`config.mk`:
```
export PLATFORM = sky130hd
export DESIGN_NAME = sdram_addr_map
export DESIGN_NICKNAME = d
export VERILOG_FILES = /design/src/hdl/sdram_pkg.sv /design/src/hdl/sdram_addr_map.sv
export SDC_FILE = /design/constraint.sdc
export NUM_CORES = 1
export LEC_CHECK = 0
export BUFFER_PORTS_ARGS = -buffer_cell sky130_fd_sc_hd__buf_4
export CORE_UTILIZATION = 36
export CTS_CLUSTER_DIAMETER = 40
export CTS_CLUSTER_SIZE = 20
export DETAILED_ROUTE_END_ITERATION = 16
export GPL_TIMING_DRIVEN = 1
export HOLD_SLACK_MARGIN = 0.05
export PLACE_DENSITY_LB_ADDON = 0.1
export SYNTH_ARGS = -nofsm -noshare
export SYNTH_HDL_FRONTEND = slang
export SYNTH_SLANG_ARGS = --single-unit
```
`constraint.sdc`:
```
create_clock -name clk100_mhz -period 1.06 [get_ports clk100_mhz]
set_input_delay 0.053 -clock clk100_mhz [delete_from_list [all_inputs] [get_ports clk100_mhz]]
set_output_delay 0.053 -clock clk100_mhz [all_outputs]
set_load 0.01 [all_outputs]
```
`src/hdl/sdram_pkg.sv`:
```
/*
  Shared types for the SDRAM controller and its chip model.
  Command codes, mode register layout, address bus views and bus structs.
  Pull in with a wildcard import inside the module body.
*/
package sdram_pkg;

  // ------------------------------
  // widths and constants
  // ------------------------------
  localparam int addr_w    = 24;  // cpu word address
  localparam int data_w    = 16;
  localparam int sd_addr_w = 13;  // multiplexed chip address
  localparam int init_len  = 25;  // power-up countdown start

  // chip commands as {cs, ras, cas, we}
  typedef enum logic [3:0] {
    cmd_inhibit         = 4'b1111,
    cmd_nop             = 4'b0111,
    cmd_active          = 4'b0011,
    cmd_read            = 4'b0101,
    cmd_write           = 4'b0100,
    cmd_burst_terminate = 4'b0110,
    cmd_precharge       = 4'b0010,
    cmd_auto_refresh    = 4'b0001,
    cmd_load_mode       = 4'b0000
  } sd_cmd_e;

  // what the address map puts on the bus next
  typedef enum logic [1:0] {
    ph_row, ph_col, ph_pre_all, ph_mode
  } phase_e;

  // cpu side, sampled straight at 100 MHz
  typedef struct packed {
    logic [addr_w-1:0] addr;
    logic [data_w-1:0] din;
    logic              udsn;
    logic              ldsn;
    logic              asn;
    logic              rw;  // 1 = read
  } cpu_req_t;

  typedef struct packed {
    sd_cmd_e cmd;
    logic    cke;
  } sd_ctrl_t;

  // ------------------------------
  // address bus, two decodes
  // ------------------------------
  typedef union packed {
    struct packed {
      logic [2:0] reserved;
      logic       write_burst;  // 1 = single write
      logic [1:0] op_mode;      // 00 only
      logic [2:0] cas_lat;
      logic       access_type;  // 0 = sequential
      logic [2:0] burst_len;    // 001 = two words
    } mode;
    struct packed {
      logic [1:0] upper;
      logic       a10;          // auto-precharge
      logic [9:0] column;
    } col;
  } sd_addr_u;

endpackage

```
`src/hdl/sdram_addr_map.sv`:
```
/*
  Address multiplexer for the chip address and bank pins.
  Splits the cpu word address into bank, row and column and
  registers whatever the current phase asks for.
*/
`timescale 1ns/1ns

module sdram_addr_map #(
  parameter int cas_latency = 3
) (
  input  logic                           clk100_mhz,
  input  logic [sdram_pkg::addr_w-1:0]   addr,
  input  sdram_pkg::phase_e              phase,
  output logic [sdram_pkg::sd_addr_w-1:0] sd_addr,
  output logic [1:0]                     sd_ba
);
  import sdram_pkg::*;

  sd_addr_u mode_word;
  sd_addr_u col_word;

  always_comb begin
    mode_word.mode.reserved    = 3'b000;
    mode_word.mode.write_burst = 1'b1;               // single-word writes
    mode_word.mode.op_mode     = 2'b00;
    mode_word.mode.cas_lat     = 3'(cas_latency);
    mode_word.mode.access_type = 1'b0;               // sequential
    mode_word.mode.burst_len   = 3'b001;             // 2 words
  end

  always_comb begin
    col_word.col.upper  = 2'b00;
    col_word.col.a10    = 1'b1;                          // close row after access
    col_word.col.column = {1'b0, addr[22], addr[7:0]};   // a22 extends the column
  end

  // one register stage, aligned with the command register
  always_ff @(posedge clk100_mhz) begin
    case (phase)
      ph_row: begin
        sd_addr <= {1'b0, addr[19:8]};
        sd_ba   <= addr[21:20];
      end
      ph_col: begin
        sd_addr <= col_word;
        sd_ba   <= addr[21:20];
      end
      ph_pre_all: begin
        sd_addr <= 13'h0400;  // a10 high, all banks
        sd_ba   <= 2'b00;
      end
      default: begin
        sd_addr <= mode_word;
        sd_ba   <= 2'b00;
      end
    endcase
  end

endmodule

```
==> flow_summary_export.csv <==
group,metric,value,unit
clock_network,htreeDepth,1,
worst_setup_path,crit_chain,"dlygate4sd3_1 -> buf_4 -> a221o_2",
global_routing,grt_antenna_before_repair,0,
pwr,p_int,0.974,mW
hold_path,whs_path_depth,3,
clock_network,path_clk_slew,80,ps
routing,drtAntennaViolNets,0,
global_routing,track_usage,24.1,%
sta,fmax,1.08,GHz
logic_synthesis,synthCells,46,
floorplan,die_width,39.9,um
global_routing,grt_pass1_vias,582,
worst_setup_path,worstSetupStartpointType,"input port",
sta,tns,0,ps
job,drv_cap,0,
logic_synthesis,yosys-top-cells-area,"dfxtp_1 (54%), ha_1 (9.7%), a22oi_1 (8.7%)",
worst_setup_path,endpoint_kind,"flop",
pwr,comb_power_share,24.4,%
sta,hold_ws,206,ps
pwr,switching_share,22.8,%
sta,rsz0062_at_grt,"no",
pwr,power_density,1170,nW/um^2
worst_setup_path,arrival,1090,ps
routing,vias,576,
logic_synthesis,avgSynthCellArea,11.3,sq um
logic_synthesis,synth_seq_area_share,54.1,%
status,status,"completed",
final_layout,area_delta_synth_final,109,%
pwr,irDropWorstVdd,0.000906,V
pwr,p_clk_share,29.8,%
pwr,p_sw,0.288,mW
sta,period_share,87.2,%
pwr,power,1.26,mW
clock_network,cts_root_buf,"clkbuf_4",
logic_synthesis,ys_seq_elements,14,
logic_synthesis,syn-num-nets,77,
routing,vias_per_cell,4.57,
logic_synthesis,netlist_area,518,sq um
worst_setup_path,slowest_stage,"dlygate4sd3_1",
worst_setup_path,worstSetupPathType,"in -> reg",
clock_network,cts-buffers-inserted,3,
worst_setup_path,cp_slowest_stage_delay,540,ps
floorplan,die_y,39.9,um
clock_network,clk_path_buf_depth,2,
routing,drc,0,
place,hpwl,862,um
floorplan,core,1320,sq um
sta,hold_violations,0,
clock_network,cts_sinks,14,
global_routing,gr-total-overflow,0,
routing,first_pass_iters,4,
final_layout,final_util,82.1,%
final_layout,nNetsFinal,143,
worst_setup_path,crit_fanout,1,
routing,drt_iter0_markers,8,
global_routing,grt_max_degree,10,
pwr,power_frac_seq,45.7,%
logic_synthesis,synth_cell_types,13,
final_layout,num_antenna_cells,0,
final_layout,final_cells,126,
pwr,p_leak,0.539,nW
worst_setup_path,cp_data_required_time,1230,ps
sta,finalSetupViolCount,0,
logic_synthesis,yosys.area.top_type_share,54.1,%
floorplan,dieArea,1590,sq um
logic_synthesis,yosys_warnings,0,
hold_path,min_path_type,"in -> reg",
logic_synthesis,post-synth-top-area-cell,"dfxtp_1",
clock_network,cts_tree,"yes",
place,place_congestion,0.620,
place,portBuffers,39,
floorplan,initial_core_util,39.3,%
floorplan,pin_count,42,
global_routing,grt_first_pass_wirelength,2.38,mm
sta,layout_min_cycle_time,924,ps
floorplan,placementRows,13,
final_layout,drive_gt1_share,44.1,%
routing,wire_per_inst,13.0,um
place,post-place-cells,99,
routing,wirelength,1.64,mm
sta,slew_viol_final,0,
==> layer usage <==
metal	share of wire (%)	global-route usage, %	vias to the layer above
li1	-	-	287
met3	4.8	5.00	2
met4	1.5	15.5	0
met2	57	40.7	24
met1	37	27.2	263
met5	0	0	-
==> what timing repair did <==
action                                  in CTS  in global routing
setup buffers                                0                  0
hold endpoints to repair                    14                  0
hold buffers                                23                  0
resized for setup                            0                  0
endpoints found under the setup margin       0                  0
==> worst max-delay path, delay by kind of cell <==
family	cells	cell delay (ps)
AO/OA/AOI/OAI	1	360
buffers and inverters	2	670
==> final timing paths <==
path | startpoint | end | slack (ps)
worst max-delay path | addr[8] | sd_addr[0] | 140
worst min-delay path | phase[1] | sd_addr[6] | 210
==> final cells by class <==
class	count	area (sq um)
well taps	15	18.8
multi-input cells	26	196
repair buffers	64	538
inverters	3	11.3
fillers	71	236
clock buffers	4	36.3
flip-flops and latches	14	280
==> metrics by stage <==
| stage | worst slack (ps) | instance area [sq um] |
|---|---|---|
| 6_report | 136 | 1080 |
| 5_1_grt | 126 | 1080 |
| 4_1_cts | 151 | 1080 |
| 3_5_place_dp | 60.4 | 815 |
| 3_3_place_gp | 88.3 | 815 |
| 2_1_floorplan | 239 | 518 |
==> cell usage after synthesis, drive strengths merged <==
| library cell | count |
|---|---|
| and2 | 1 |
| conb | 1 |
| mux2i | 1 |
| ha | 4 |
| nor2 | 7 |
| a221o | 3 |
| dfxtp | 14 |
| buf | 3 |
| inv | 3 |
| a21oi | 1 |
| a22oi | 6 |
| o21a | 2 |
==> power groups by stage <==
stage	sequential (mW)	clock [mW]	combinational, mW
final	0.577	0.376	0.308
after global routing	0.581	0.422	0.333
after CTS	0.577	0.389	0.301
after detailed placement	0.589	0	0.233
after global placement	0.589	0	0.231
after floorplan	0.611	0	0.0726
==> layout by cell type, fill, tap and decap left out, drive strengths merged <==
cell and instances:
nor2 7, conb 1, a221o 3, dlygate4sd3 23
o21a 2, mux2i 1, and2 1, a21oi 1
a22oi 6, ha 4, dfxtp 14, clkbuf 4
buf 41, inv 3
==> registers in the layout, indices dropped and copies added, names as in the netlist <==
signal and cells:
sd_addr 12, sd_ba 2
==> cell families (layout without fill, tap and decap cells) <==
group	Yosys count	in the layout	synth area share, %
compound gates	12	12	19.1
fa+ha+maj	4	4	9.66
buf+inv	6	71	7.97
flops	14	14	54.1
mux	1	1	1.93
other cells	1	1	0.724
simple gates	8	8	6.52
No activity file was read; power rests on OpenSTA's default activity.
