## config.mk

```make
export PLATFORM = sky130hd
export DESIGN_NAME = sdram_cycle_ctrl
export DESIGN_NICKNAME = d
export VERILOG_FILES = /design/src/hdl/sdram_pkg.sv /design/src/hdl/sdram_cycle_ctrl.sv
export SDC_FILE = /design/constraint.sdc
export NUM_CORES = 1
export LEC_CHECK = 0
export BUFFER_PORTS_ARGS = -buffer_cell sky130_fd_sc_hd__buf_2
export CORE_MARGIN = 4
export CORE_UTILIZATION = 35
export CTS_BUF_LIST = sky130_fd_sc_hd__clkbuf_16
export DETAILED_ROUTE_END_ITERATION = 12
export PLACE_DENSITY = 0.82
export SETUP_SLACK_MARGIN = 0.1
export SYNTH_ARGS = -nofsm -noshare
export SYNTH_HDL_FRONTEND = slang
export SYNTH_SLANG_ARGS = --single-unit
```

## constraint.sdc

```tcl
create_clock -name clk100_mhz -period 3.1 [get_ports clk100_mhz]
set_input_delay 0.31 -clock clk100_mhz [delete_from_list [all_inputs] [get_ports clk100_mhz]]
set_output_delay 0.31 -clock clk100_mhz [all_outputs]
set_load 0.01 [all_outputs]
```

## src/hdl/sdram_pkg.sv

```systemverilog
/*
  Shared types for the SDRAM controller and its chip model.
  Command codes, mode register layout, address bus views and bus structs.
  Pull in with a wildcard import inside the module body.
*/
package sdram_pkg;

  // ------------------------------
  // widths and constants
  // ------------------------------
  localparam int addr_w    = 24;  // cpu word address
  localparam int data_w    = 16;
  localparam int sd_addr_w = 13;  // multiplexed chip address
  localparam int init_len  = 25;  // power-up countdown start

  // chip commands as {cs, ras, cas, we}
  typedef enum logic [3:0] {
    cmd_inhibit         = 4'b1111,
    cmd_nop             = 4'b0111,
    cmd_active          = 4'b0011,
    cmd_read            = 4'b0101,
    cmd_write           = 4'b0100,
    cmd_burst_terminate = 4'b0110,
    cmd_precharge       = 4'b0010,
    cmd_auto_refresh    = 4'b0001,
    cmd_load_mode       = 4'b0000
  } sd_cmd_e;

  // what the address map puts on the bus next
  typedef enum logic [1:0] {
    ph_row, ph_col, ph_pre_all, ph_mode
  } phase_e;

  // cpu side, sampled straight at 100 MHz
  typedef struct packed {
    logic [addr_w-1:0] addr;
    logic [data_w-1:0] din;
    logic              udsn;
    logic              ldsn;
    logic              asn;
    logic              rw;  // 1 = read
  } cpu_req_t;

  typedef struct packed {
    sd_cmd_e cmd;
    logic    cke;
  } sd_ctrl_t;

  // ------------------------------
  // address bus, two decodes
  // ------------------------------
  typedef union packed {
    struct packed {
      logic [2:0] reserved;
      logic       write_burst;  // 1 = single write
      logic [1:0] op_mode;      // 00 only
      logic [2:0] cas_lat;
      logic       access_type;  // 0 = sequential
      logic [2:0] burst_len;    // 001 = two words
    } mode;
    struct packed {
      logic [1:0] upper;
      logic       a10;          // auto-precharge
      logic [9:0] column;
    } col;
  } sd_addr_u;

endpackage

```

## src/hdl/sdram_cycle_ctrl.sv

```systemverilog
/*
  Cycle sequencer of the SDRAM controller.
  Runs a step counter per cpu strobe cycle or idle refresh, issues the chip
  commands and steers the address map and data path. Before the chip is
  ready it passes the power-up commands through.
*/
`timescale 1ns/1ns

module sdram_cycle_ctrl #(
  parameter int rcd_cycles  = 2,
  parameter int cas_latency = 3
) (
  input  logic                clk100_mhz,
  input  logic                rst,
  input  sdram_pkg::cpu_req_t req,
  input  logic                ready,
  input  sdram_pkg::sd_cmd_e  init_cmd,
  input  sdram_pkg::phase_e   init_phase,
  output sdram_pkg::sd_ctrl_t ctrl,
  output sdram_pkg::phase_e   phase,
  output logic                wr_en,
  output logic                rd_strobe,
  output logic                mask_load
);
  import sdram_pkg::*;

  // ------------------------------
  // step numbering
  // ------------------------------
  localparam int cas_i  = rcd_cycles;                    // read/write issue
  localparam int capt_i = rcd_cycles + cas_latency + 1;  // read data capture
  localparam int last_i = capt_i + 1;
  localparam int t_w    = $clog2(last_i + 1);

  localparam logic [t_w-1:0] first_step   = '0;
  localparam logic [t_w-1:0] cas_step     = t_w'(cas_i);
  localparam logic [t_w-1:0] setup_step   = t_w'(cas_i - 1);  // column, dqm, drive
  localparam logic [t_w-1:0] hold_step    = t_w'(cas_i + 2);  // cke low on reads
  localparam logic [t_w-1:0] capt_step    = t_w'(capt_i);
  localparam logic [t_w-1:0] last_step    = t_w'(last_i);

  logic [t_w-1:0] t;
  logic           memact;  // current cycle is a cpu access and not a refresh
  logic           memcyc;
  logic           block;

  assign memcyc = !req.asn && !(req.udsn && req.ldsn);  // strobe cycle under way
  assign block  = !req.asn && req.udsn && req.ldsn;     // write about to start

  // ------------------------------
  // counter and commands
  // ------------------------------
  always_ff @(posedge clk100_mhz) begin
    if (rst) begin
      t      <= first_step;
      memact <= 1'b0;
      ctrl   <= '{cmd: cmd_inhibit, cke: 1'b1};
    end else begin
      ctrl.cmd <= cmd_inhibit;  // default idle
      ctrl.cke <= 1'b1;

      if (!ready) begin
        t        <= first_step;
        ctrl.cmd <= init_cmd;  // power-up sequence
      end else begin
        if (t == first_step) begin
          if (memcyc) begin
            t        <= t + 1'b1;
            memact   <= 1'b1;
            ctrl.cmd <= cmd_active;  // row open
          end else if (!block) begin
            t        <= t + 1'b1;
            memact   <= 1'b0;
            ctrl.cmd <= cmd_auto_refresh;
          end
          // sit at step 0 while blocked
        end else if (t == last_step) begin
          if (!memcyc)
            t <= first_step;  // wait for cpu to drop strobes
        end else if (!memact && t == capt_step) begin
          t <= first_step;    // refresh done
        end else begin
          t <= t + 1'b1;
        end

        if (memact && t == cas_step)
          ctrl.cmd <= req.rw ? cmd_read : cmd_write;  // a10 set for auto-precharge
        if (memact && t == hold_step)
          ctrl.cke <= !req.rw;  // freeze chip so data stays two clocks
      end
    end
  end

  // ------------------------------
  // steering for addr map and data path
  // ------------------------------
  always_comb begin
    if (!ready)
      phase = init_phase;
    else if (memact && t != first_step && t >= setup_step)
      phase = ph_col;
    else
      phase = ph_row;
  end

  assign mask_load = memact && (t == setup_step);
  assign wr_en     = memact && !req.rw && (t == setup_step || t == cas_step);  // off after cas
  assign rd_strobe = memact && req.rw && (t == capt_step);

endmodule

```

==> results_dict.tcl <==
set metrics [dict create \
    insertion_delay_ns 0.24 \
    outcome "finished, final reports clean" \
    grt_use_total_pct 13.54 \
    io-pin-count 63 \
    fin_crit_sh_pct 58.82 \
    ys_ff_latch 9 \
    yosysSeqAreaShare_pct 32.00 \
    dieHeight_um 48.11 \
    clockPowerShare_pct 56.7 \
    antenna_found_initial 0 \
    numCtsBuffers 3 \
    design_area_um2 765.7 \
    cts-root-buf "clkbuf_16" \
    synthAdderAreaFrac_pct 11.11 \
    start_util_pct 37.38 \
    grt_pass1_wl_mm 2.063 \
    yosys_warnings 0 \
    dp_hpwl_um 997.5 \
    crit_fanout 5 \
    synth_xor_area_share_pct 0 \
    rsz0062_at_grt "false" \
    crit_required_ns 2.79 \
    hold_ws_ns 0.2759 \
    gp_congestion 0.7111 \
    power_frac_seq_pct 31.1 \
    wl_per_cell_um 12.76 \
    syn_area_um2 563.0 \
    synth_top_family_by_area "simple AND/OR/NAND/NOR gates" \
    io_buffer_count 22 \
    hold_class "primary input to flop" \
    synth_cell_type_count 28 \
    clock_skew_ns 0.006291 \
    multiInputGateArea_um2 360.3 \
    clockBufferDepth 2 \
    vias_per_cell 5.136 \
    cap_violations 0 \
    setup_violations 0 \
    synth_ff_type "dfxtp_1" \
    fin_util_pct 50.83 \
    gr-max-usage-layer "met2" \
    cts_max_level 1 \
    setup_tns_ns 0 \
    die_w_um 48.11 \
    area_growth_pct 36.00 \
    post-cts-setup-buffers 0 \
    cts_hold_buf 0 \
    grtUsageMet1_pct 12.58 \
    drive_gt1_share_pct 39.08 \
    cts_sinks 9 \
    worst_slew_pin_slew_ns 0.4703 \
    cts.clk_slew.worst_paths_ns 0.04 \
    final_common_cell "buf_2" \
    ant_nets 0 \
    synth-edff-count 0 \
    drc 0 \
    slew_viol_final 0 \
    grtUsageMet2_pct 23.48 \
    grt_start_max_net_pins 12 \
    coreArea_um2 1506 \
    syn_area_per_cell_um2 9.081 \
    crit_arrival_ns 1.51 \
    drt_iter0_markers 10 \
    slew_headroom_pct 68.53 \
    vdd_drop_max_uv 370.8 \
    synthMuxAreaShare_pct 5.333 \
    synth_compound_area_share_pct 16.00 \
    synthSimpleGateAreaFrac_pct 31.56 \
    reg2reg_slack_ns 1.47 \
    fin_nets 146 \
    dieArea_um2 2315 \
    combPwrFrac_pct 12.2 \
    synthCells 62 \
    cts_tree "done" \
    r2r_cells 6 \
    min_path_cells 2 \
    firstDrtPassIters 2 \
    drt_wl_total_mm 1.314 \
    final_hold_viol_count 0 \
    fillers 141 \
    start_kind "flop" \
    p_leak_nw 0.3711 \
    crit_type "flop to output port" \
    std_cell_rows 14 \
    p_int_w 0.0003167 \
    swShare_pct 22.16 \
    diodes 0 \
    p_switching_w 0.00009014 \
    dpl_cell_area_um2 685.7 \
    p_per_area_nw_per_um2 531.3 \
    p_total_w 0.0004068 \
    cts_resized 0 \
    grt_pass1_vias 504 \
    sequential_cell_area_um2 180.2 \
    use_met3_pct 4.797 \
    clock.fmax_ghz 0.5484 \
    grt.overflow.total 0 \
    finalCriticalPeriod_ns 1.823 \
    async_reset_ff_share_pct 0 \
    synth_fp_nets 120 \
    cp-end-kind "output port" \
    vias 529 \
    most-common-layout-cells "buf_2 (22), dfxtp_1 (9), nor2_1 (5), nand3_1 (5), ha_1 (5)" \
]
==> sequential cells by signal, summed over array words and instances (netlist names) <==
| signal | flops |
|---|---|
| ctrl | 5 |
| t | 3 |
| memact | 1 |
==> layer usage <==
metal | up-vias | routed length, um
met5 | - | 0
met4 | 0 | 40
met3 | 4 | 124
met2 | 20 | 642
met1 | 234 | 506
li1 | 271 | -
==> critical path, cell delays in order, from the launching register on <==
cell	delay, ns
dfxtp_1	0.40
inv_1	0.09
ha_1	0.21
nor3_1	0.14
nor2_1	0.06
o211ai_1	0.14
o21ai_0	0.10
buf_2	0.15
==> path summary, 6_finish.rpt <==
check	from	endpoint
setup / recovery	t[1]	phase[0]
hold / removal	init_cmd[1]	ctrl[2]
setup reg to reg	t[0]	t[0]
hold reg to reg	t[1]	t[1]
==> cells in the mapped netlist, types with 2 or more instances <==
cell type	instances	area share, %
nand3_1	5	4.4
nand2b_1	2	2.2
nand2_1	4	2.7
nor2b_1	3	3.3
nor2_1	5	3.3
inv_1	4	2.7
mux2i_1	3	5.3
dfxtp_1	9	32
o21ai_0	2	1.8
o22ai_1	2	2.2
and3b_2	2	3.6
ha_1	5	11
==> through the flow <==
stage,instances,worst slack (ns)
after CTS,103,1.285
after global routing,103,1.145
after global placement,99,1.554
final,103,1.277
after floorplan,62,1.665
after detailed placement,99,1.477
==> layout make-up <==
| class | instances | area share, % |
|---|---|---|
| Clock inverter | 1 | 0.6536 |
| Multi-Input combinational cell | 48 | 47.06 |
| Tap cell | 16 | 2.614 |
| Timing Repair Buffer | 22 | 14.38 |
| Sequential cell | 9 | 23.53 |
| Clock buffer | 3 | 9.804 |
| Inverter | 4 | 1.961 |
==> power groups by stage <==
stage	Sequential (W)	Combinational, W	Clock (W)
after floorplan	0.000130	0.0000289	0
after global placement	0.000128	0.0000478	0
after detailed placement	0.000128	0.0000494	0
after CTS	0.000126	0.0000504	0.000233
after global routing	0.000127	0.0000557	0.000242
final	0.000126	0.0000498	0.000231
==> cell families (layout without fill, tap and decap cells) <==
logic type,after synthesis,in the layout
AO/OA/AOI/OAI,12,12
adder cells (fa/ha/maj),5,5
buffers and inverters,5,30
flip-flops,9,9
multiplexers,3,3
AND/OR/NAND/NOR,28,28
Power figures use the tool's default switching activity.
