[config.mk]
export PLATFORM = sky130hd
export DESIGN_NAME = sdram_init
export DESIGN_NICKNAME = d
export VERILOG_FILES = /design/src/hdl/sdram_pkg.sv /design/src/hdl/sdram_init.sv
export SDC_FILE = /design/constraint.sdc
export NUM_CORES = 1
export LEC_CHECK = 0
export ABC_AREA = 1
export BUFFER_PORTS_ARGS = -buffer_cell sky130_fd_sc_hd__buf_4
export CORE_AREA = 4 4 41 43
export DETAILED_ROUTE_END_ITERATION = 7
export DIE_AREA = 0 0 45 47
export GPL_TIMING_DRIVEN = 1
export PLACE_DENSITY = 0.57
export SYNTH_ARGS = -nofsm -noshare
export SYNTH_HDL_FRONTEND = slang
export SYNTH_SLANG_ARGS = --single-unit
[constraint.sdc]
create_clock -name clk100_mhz -period 1.4 [get_ports clk100_mhz]
set_input_delay 0 -clock clk100_mhz [delete_from_list [all_inputs] [get_ports clk100_mhz]]
set_output_delay 0 -clock clk100_mhz [all_outputs]
set_load 0.01 [all_outputs]
[src/hdl/sdram_pkg.sv]
/*
  Shared types for the SDRAM controller and its chip model.
  Command codes, mode register layout, address bus views and bus structs.
  Pull in with a wildcard import inside the module body.
*/
package sdram_pkg;

  // ------------------------------
  // widths and constants
  // ------------------------------
  localparam int addr_w    = 24;  // cpu word address
  localparam int data_w    = 16;
  localparam int sd_addr_w = 13;  // multiplexed chip address
  localparam int init_len  = 25;  // power-up countdown start

  // chip commands as {cs, ras, cas, we}
  typedef enum logic [3:0] {
    cmd_inhibit         = 4'b1111,
    cmd_nop             = 4'b0111,
    cmd_active          = 4'b0011,
    cmd_read            = 4'b0101,
    cmd_write           = 4'b0100,
    cmd_burst_terminate = 4'b0110,
    cmd_precharge       = 4'b0010,
    cmd_auto_refresh    = 4'b0001,
    cmd_load_mode       = 4'b0000
  } sd_cmd_e;

  // what the address map puts on the bus next
  typedef enum logic [1:0] {
    ph_row, ph_col, ph_pre_all, ph_mode
  } phase_e;

  // cpu side, sampled straight at 100 MHz
  typedef struct packed {
    logic [addr_w-1:0] addr;
    logic [data_w-1:0] din;
    logic              udsn;
    logic              ldsn;
    logic              asn;
    logic              rw;  // 1 = read
  } cpu_req_t;

  typedef struct packed {
    sd_cmd_e cmd;
    logic    cke;
  } sd_ctrl_t;

  // ------------------------------
  // address bus, two decodes
  // ------------------------------
  typedef union packed {
    struct packed {
      logic [2:0] reserved;
      logic       write_burst;  // 1 = single write
      logic [1:0] op_mode;      // 00 only
      logic [2:0] cas_lat;
      logic       access_type;  // 0 = sequential
      logic [2:0] burst_len;    // 001 = two words
    } mode;
    struct packed {
      logic [1:0] upper;
      logic       a10;          // auto-precharge
      logic [9:0] column;
    } col;
  } sd_addr_u;

endpackage

[src/hdl/sdram_init.sv]
/*
  Power-up sequencer for the SDRAM chip.
  Counts down after reset, issues precharge-all then load-mode,
  and raises ready once the count runs out.
*/
`timescale 1ns/1ns

module sdram_init (
  input  logic              clk100_mhz,
  input  logic              rst,
  output sdram_pkg::sd_cmd_e cmd,
  output sdram_pkg::phase_e  phase,
  output logic              ready
);
  import sdram_pkg::*;

  localparam logic [4:0] cnt_pre  = 5'd20;  // precharge all banks
  localparam logic [4:0] cnt_mode = 5'd10;  // load mode register
  localparam logic [4:0] cnt_half = 5'd15;  // address switches to mode view below this

  logic [4:0] count;

  // ------------------------------
  // countdown
  // ------------------------------
  always_ff @(posedge clk100_mhz) begin
    if (rst) begin
      count <= 5'(init_len);  // held while in reset
    end else if (count != 5'd0) begin
      count <= count - 5'd1;
    end
  end

  // commands land on the pins one clock later, together with the address
  always_comb begin
    cmd = cmd_inhibit;  // quiet in between
    if (count == cnt_pre)
      cmd = cmd_precharge;
    else if (count == cnt_mode)
      cmd = cmd_load_mode;
  end

  assign phase = (count > cnt_half) ? ph_pre_all : ph_mode;
  assign ready = (count == 5'd0);  // chip usable from here

endmodule

==> results of run 1 <==
-- metrics by stage --
stage          area [sq um]  utilization
2_1_floorplan           364            -
3_3_place_gp            420        0.323
3_5_place_dp            420        0.323
4_1_cts                 454        0.349
5_1_grt                 470        0.362
6_report                470        0.362
-- logic make-up after synthesis --
| kind of cell | share of synthesized area |
|---|---|
| buffers and inverters | 0.144 |
| adder cells (fa/ha/maj) | 0.137 |
| flip-flops | 0.275 |
| other | 0.0103 |
| AO/OA/AOI/OAI | 0.0756 |
| AND/OR/NAND/NOR | 0.357 |
-- final cells by class --
cell class	instances	area, sq um
Clock buffer	4	26.3
Fill cell	144	831
Inverter	8	30.0
Multi-Input combinational cell	38	230
Sequential cell	5	105
Tap cell	15	18.8
Timing Repair Buffer	8	60.1
-- path summary, 6_finish.rpt --
| kind | end | cells after the start |
|---|---|---|
| min reg2reg | count[0]$_SDFFE_PP1N_ | 2 |
| max reg2reg | count[2]$_SDFFE_PP0N_ | 5 |
| max | cmd[2] | 5 |
| min | count[3]$_SDFFE_PP1N_ | 3 |
-- worst max-delay path, cell delays in order, from the launching register on --
cell,delay (ps)
dfxtp_4,360
inv_2,40
ha_1,180
and3_2,230
a21oi_4,140
buf_4,140
-- power breakdown --
group          internal (mW)  total [mW]  switching, mW
Combinational         0.0332      0.0798         0.0465
Clock                  0.108       0.174         0.0657
Sequential             0.156       0.176         0.0196
Total                  0.297       0.429          0.132
-- placed cells by master, fill, tap and decap left out, drive strengths merged, types with 3 or more instances in the layout --
cell type,netlist,final
a21oi,3,3
buf,3,8
clkbuf,0,4
dfxtp,5,5
ha,4,4
inv,8,8
nand2,10,10
nand3,9,9
nor2,6,6
-- routing by layer --
| metal | global-route usage | routed length [um] |
|---|---|---|
| met1 | 0.109 | 346 |
| met2 | 0.116 | 304 |
| met3 | 0.0383 | 75 |
| met4 | 0.0877 | 25 |
| met5 | 0 | 0 |
-- timing repair --
| item | 4_1_cts | 5_1_grt |
|---|---|---|
| setup endpoints to repair | 4 | 4 |
| setup buffers | 0 | 0 |
| gates resized for setup | 3 | 5 |
==> flow_metrics.tcl, run 1 <==
set metrics [dict create \
    num_antenna_cells 0 \
    hold_buffers 0 \
    synth_nets 60 \
    drc 0 \
    cp-end-kind "output port" \
    clock-root-buffer "clkbuf_4" \
    r2r_slack_ps 210 \
    cp-start-kind "flip-flop" \
    grt_max_degree 8 \
    fmax_ghz 0.745 \
    whs_ps 1.79 \
    setup_violations 0 \
    ys_types 17 \
    drive_gt1_frac 0.317 \
    synth_cells 54 \
    outcome "finished clean" \
    largest_reg_flops 5 \
    synth_edf_count 0 \
    ant_nets 0 \
    drt_iter0_markers 8 \
    p_leak_nw 0.234 \
    regMostFlops "count" \
    clock_skew_ps 3.70 \
    finalPower_mw 0.429 \
    clockBufferDepth 2 \
    grt_pass1_vias 304 \
    r2r_start "count[0]$_SDFFE_PP1N_" \
    cap_violations 0 \
    drtPass1Iterations 4 \
    finalWirelength_um 752 \
    largest_registers "count: 5 flops" \
    powerDensity_nw_per_um2 912 \
    async_reset_ff_frac 0 \
    h-tree-depth 1 \
    critPathMaxFanout 4 \
    fin_tns_setup_ps 0 \
    rows 13 \
    via_per_inst 4.54 \
    gr-total-overflow 0 \
    ys_top_cells_by_area "dfxtp_1, ha_1, nand3_1" \
    area_growth_syn_to_layout_pct 29.2 \
    report.final.hold_viol_count 0 \
    antenna_found_initial 0 \
    gp_congestion 0.855 \
    pre_cts_ws_ps 146 \
    grt_use_total 0.0901 \
    die_area_sq_um 2120 \
    place_hpwl_um 555 \
    min_path_type "in2reg" \
    numCtsBuffers 3 \
    synth_top_area_frac 0.275 \
    ys_ff_latch 5 \
    cts.sinks 5 \
    slew_violations 0 \
    crit_start "count[0]$_SDFFE_PP1N_" \
    io_buffer_count 7 \
    nNetsFinal 70 \
    hold_path_startpoint "rst" \
    core_sq_um 1300 \
    final-instance-count-excl-fill 78 \
    grt_setup_unrepaired "true" \
    grt_pass1_wl_um 1300 \
    worstPathRequired_ps 1400 \
    ys.flop_type "dfxtp_1" \
    dpl.cell_count 74 \
    synth_area_leader_cell "dfxtp_1" \
    cts_tree "done" \
    clk_pin_slew_worst_paths_ps 50 \
    initial_core_util 0.280 \
    die_y_um 47 \
    crit_type "reg2out" \
    yosys-top-cells-count "nand2_1, nand3_1, inv_1" \
    yosysWarnings 0 \
    cp.arrival_ps 1340 \
    routed-via-count 354 \
    ys_seq_area_frac 0.275 \
    synth_area_sq_um 364 \
    io_pins 9 \
    fin_ws_ps 58.6 \
    fin_crit_sh 0.958 \
    routedWlPerCell_um 9.64 \
    worstSkewPairLatency_ps 250 \
    min_period_ps 1340 \
    ir_drop_uv 386 \
    avgSynthCellArea_sq_um 6.74 \
    die_x_um 45 \
]
No activity file was read; power rests on OpenSTA's default activity.
==> run 2: changes to the inputs <==
--- a/config.mk
+++ b/config.mk
@@ -6,12 +6,11 @@
 export NUM_CORES = 1
 export LEC_CHECK = 0
 export ABC_AREA = 1
-export BUFFER_PORTS_ARGS = -buffer_cell sky130_fd_sc_hd__buf_4
 export CORE_AREA = 4 4 41 43
 export DETAILED_ROUTE_END_ITERATION = 7
 export DIE_AREA = 0 0 45 47
+export DONT_BUFFER_PORTS = 1
 export GPL_TIMING_DRIVEN = 1
-export PLACE_DENSITY = 0.57
 export SYNTH_ARGS = -nofsm -noshare
 export SYNTH_HDL_FRONTEND = slang
 export SYNTH_SLANG_ARGS = --single-unit
==> run 2 against run 1 <==
  * Power down 0.15%
  * Utilization decreased by 2.9 points
  * Critical path depth unchanged
  * Hold slack better by 460 ps
  * Largest power group unchanged
  * Combinational power decreased by 6.0%
  * Via count decreased by 7.3%
  * Cell count shrank 7.7%
  * Sequential share of layout area increased by 1.9 points
  * Critical path type unchanged
  * Global-route usage is 0.61 points lower
  * Routed wire length shrank 2.1%
  * Critical endpoint is now cmd[0]
==> flow_metrics.tcl, run 2 (synthesis gave the netlist of run 1 again) <==
set metrics [dict create \
    drtPass1Iterations 4 \
    r2r_slack_ps 230 \
    p_leak_nw 0.202 \
    power_frac_comb 0.175 \
    min_path_type "in2reg" \
    p_int_mw 0.295 \
    hold_path_startpoint "rst" \
    ant_nets 0 \
    r2r_end "count[3]$_SDFFE_PP1N_" \
    cts.sinks 5 \
    seq_power_share 0.413 \
    nNetsFinal 64 \
    setup_violations 0 \
    grt_pass1_wl_um 1200 \
    crit_type "reg2out" \
    die_y_um 47 \
    cp_slowest_stage_delay_ps 370 \
    ff2ff_path_depth 7 \
    core_sq_um 1300 \
    routed-via-count 328 \
    grt_max_degree 8 \
    hold_depth 3 \
    clock_skew_ps 2.14 \
    outcome "finished clean" \
    drc 0 \
    whs_ps 464 \
    die_x_um 45 \
    cts_tree "done" \
    place_hpwl_um 502 \
    slew_violations 0 \
    largest_reg_flops 5 \
    cap_violations 0 \
    crit_family "flip-flops" \
    worstSkewPairLatency_ps 250 \
    cp-start-kind "flip-flop" \
    initial_core_util 0.280 \
    crit_path_top_delay_cell "dfxtp_4" \
    via_per_inst 4.56 \
    drt_iter0_markers 14 \
    grt_pass1_vias 275 \
    grt_setup_unrepaired "false" \
    min_to "count[3]$_SDFFE_PP1N_" \
    grt_use_total 0.0840 \
    fin_util 0.333 \
    r2r_start "count[1]$_SDFFE_PP0N_" \
    gr-total-overflow 0 \
    p_sw_mw 0.134 \
    finalPower_mw 0.429 \
    final_area_sq_um 433 \
    report.final.hold_viol_count 0 \
    antenna_found_initial 0 \
    clock-root-buffer "clkbuf_4" \
    ir_drop_uv 349 \
    largest_registers "count: 5 flops" \
    cp-end-kind "output port" \
    clockBufferDepth 2 \
    area_growth_syn_to_layout_pct 18.9 \
    io_pins 9 \
    critPathMaxFanout 6 \
    h-tree-depth 1 \
    switching_share 0.312 \
    post_dp_cell_area_sq_um 368 \
    layout_common_cells "nand3_1, nand2_1, inv_1, nor2_1" \
    drive_gt1_frac 0.246 \
    cp.arrival_ps 1320 \
    min_period_ps 1320 \
    io_buffer_count 0 \
    powerDensity_nw_per_um2 990 \
    gp_congestion 0.810 \
    die_area_sq_um 2120 \
    routedWlPerCell_um 10.2 \
    rows 13 \
    path_cells "inv_4, ha_1, and3_4, a21oi_2, buf_6" \
    num_antenna_cells 0 \
    clk_pin_slew_worst_paths_ps 50 \
    fmax_ghz 0.758 \
    worstPathRequired_ps 1400 \
    p_clk_frac 0.412 \
    numCtsBuffers 3 \
    fin_tns_setup_ps 0 \
    fin_crit_sh 0.942 \
    finalWirelength_um 736 \
    critPathBufInv 2 \
    regMostFlops "count" \
    fill_cells 157 \
]
==> run 2: routing by layer <==
metal / global-route usage / vias to the layer above / share of wire
li1: - / 174 / -
met1: 0.108 / 141 / 0.48
met2: 0.107 / 9 / 0.41
met3: 0.0230 / 4 / 0.060
met4: 0.0877 / 0 / 0.039
met5: 0 / - / 0
==> run 2: worst max path at each step <==
| stage | endpoint | slack [ps] | cells past startpoint | from |
|---|---|---|---|---|
| after floorplan | cmd[2] | 90 | 5 | count[0]$_SDFFE_PP1N_ |
| after global placement | count[3]$_SDFFE_PP1N_ | 50 | 7 | count[0]$_SDFFE_PP1N_ |
| after detailed placement | count[3]$_SDFFE_PP1N_ | 50 | 7 | count[0]$_SDFFE_PP1N_ |
| after CTS | cmd[2] | 10 | 6 | count[1]$_SDFFE_PP0N_ |
| after global routing | ready | 3 | 6 | count[1]$_SDFFE_PP0N_ |
| final | cmd[0] | 80 | 5 | count[0]$_SDFFE_PP1N_ |
==> run 2: what timing repair did <==
| action | in CTS | in global routing |
|---|---|---|
| endpoints found under the hold margin | 5 | 0 |
| pin swaps | 0 | 1 |
| setup buffers | 0 | 0 |
| resized for setup | 3 | 8 |
| hold buffers | 1 | 0 |
| setup endpoints to repair | 4 | 4 |
==> run 2: metrics by stage <==
stage               cells  worst slack (ps)
CTS                    72              12.3
floorplan              54              88.3
global placement       67              53.2
detailed placement     67              53.1
global route           72              3.00
finish                 72              80.9
==> run 2: worst min-delay path: cells and delay by family <==
family                 cells  cell delay, ps
AND/OR/NAND/NOR            1              70
buffers and inverters      2             610
==> run 2: power by group through the flow <==
stage | clock (mW) | sequential (mW) | combinational (mW)
2_1_floorplan | 0 | 0.171 | 0.0581
3_3_place_gp | 0 | 0.176 | 0.0649
3_5_place_dp | 0 | 0.176 | 0.0648
4_1_cts | 0.181 | 0.175 | 0.0697
5_1_grt | 0.190 | 0.181 | 0.0902
6_report | 0.177 | 0.177 | 0.0750
==> run 2: final cells by class <==
class                           instances  area (sq um)  share of cell area
Clock buffer                            4          26.3              0.0607
Inverter                                8          32.5              0.0751
Multi-Input combinational cell         38           229               0.529
Sequential cell                         5           105               0.243
Tap cell                               15          18.8              0.0434
Timing Repair Buffer                    2          21.3              0.0491
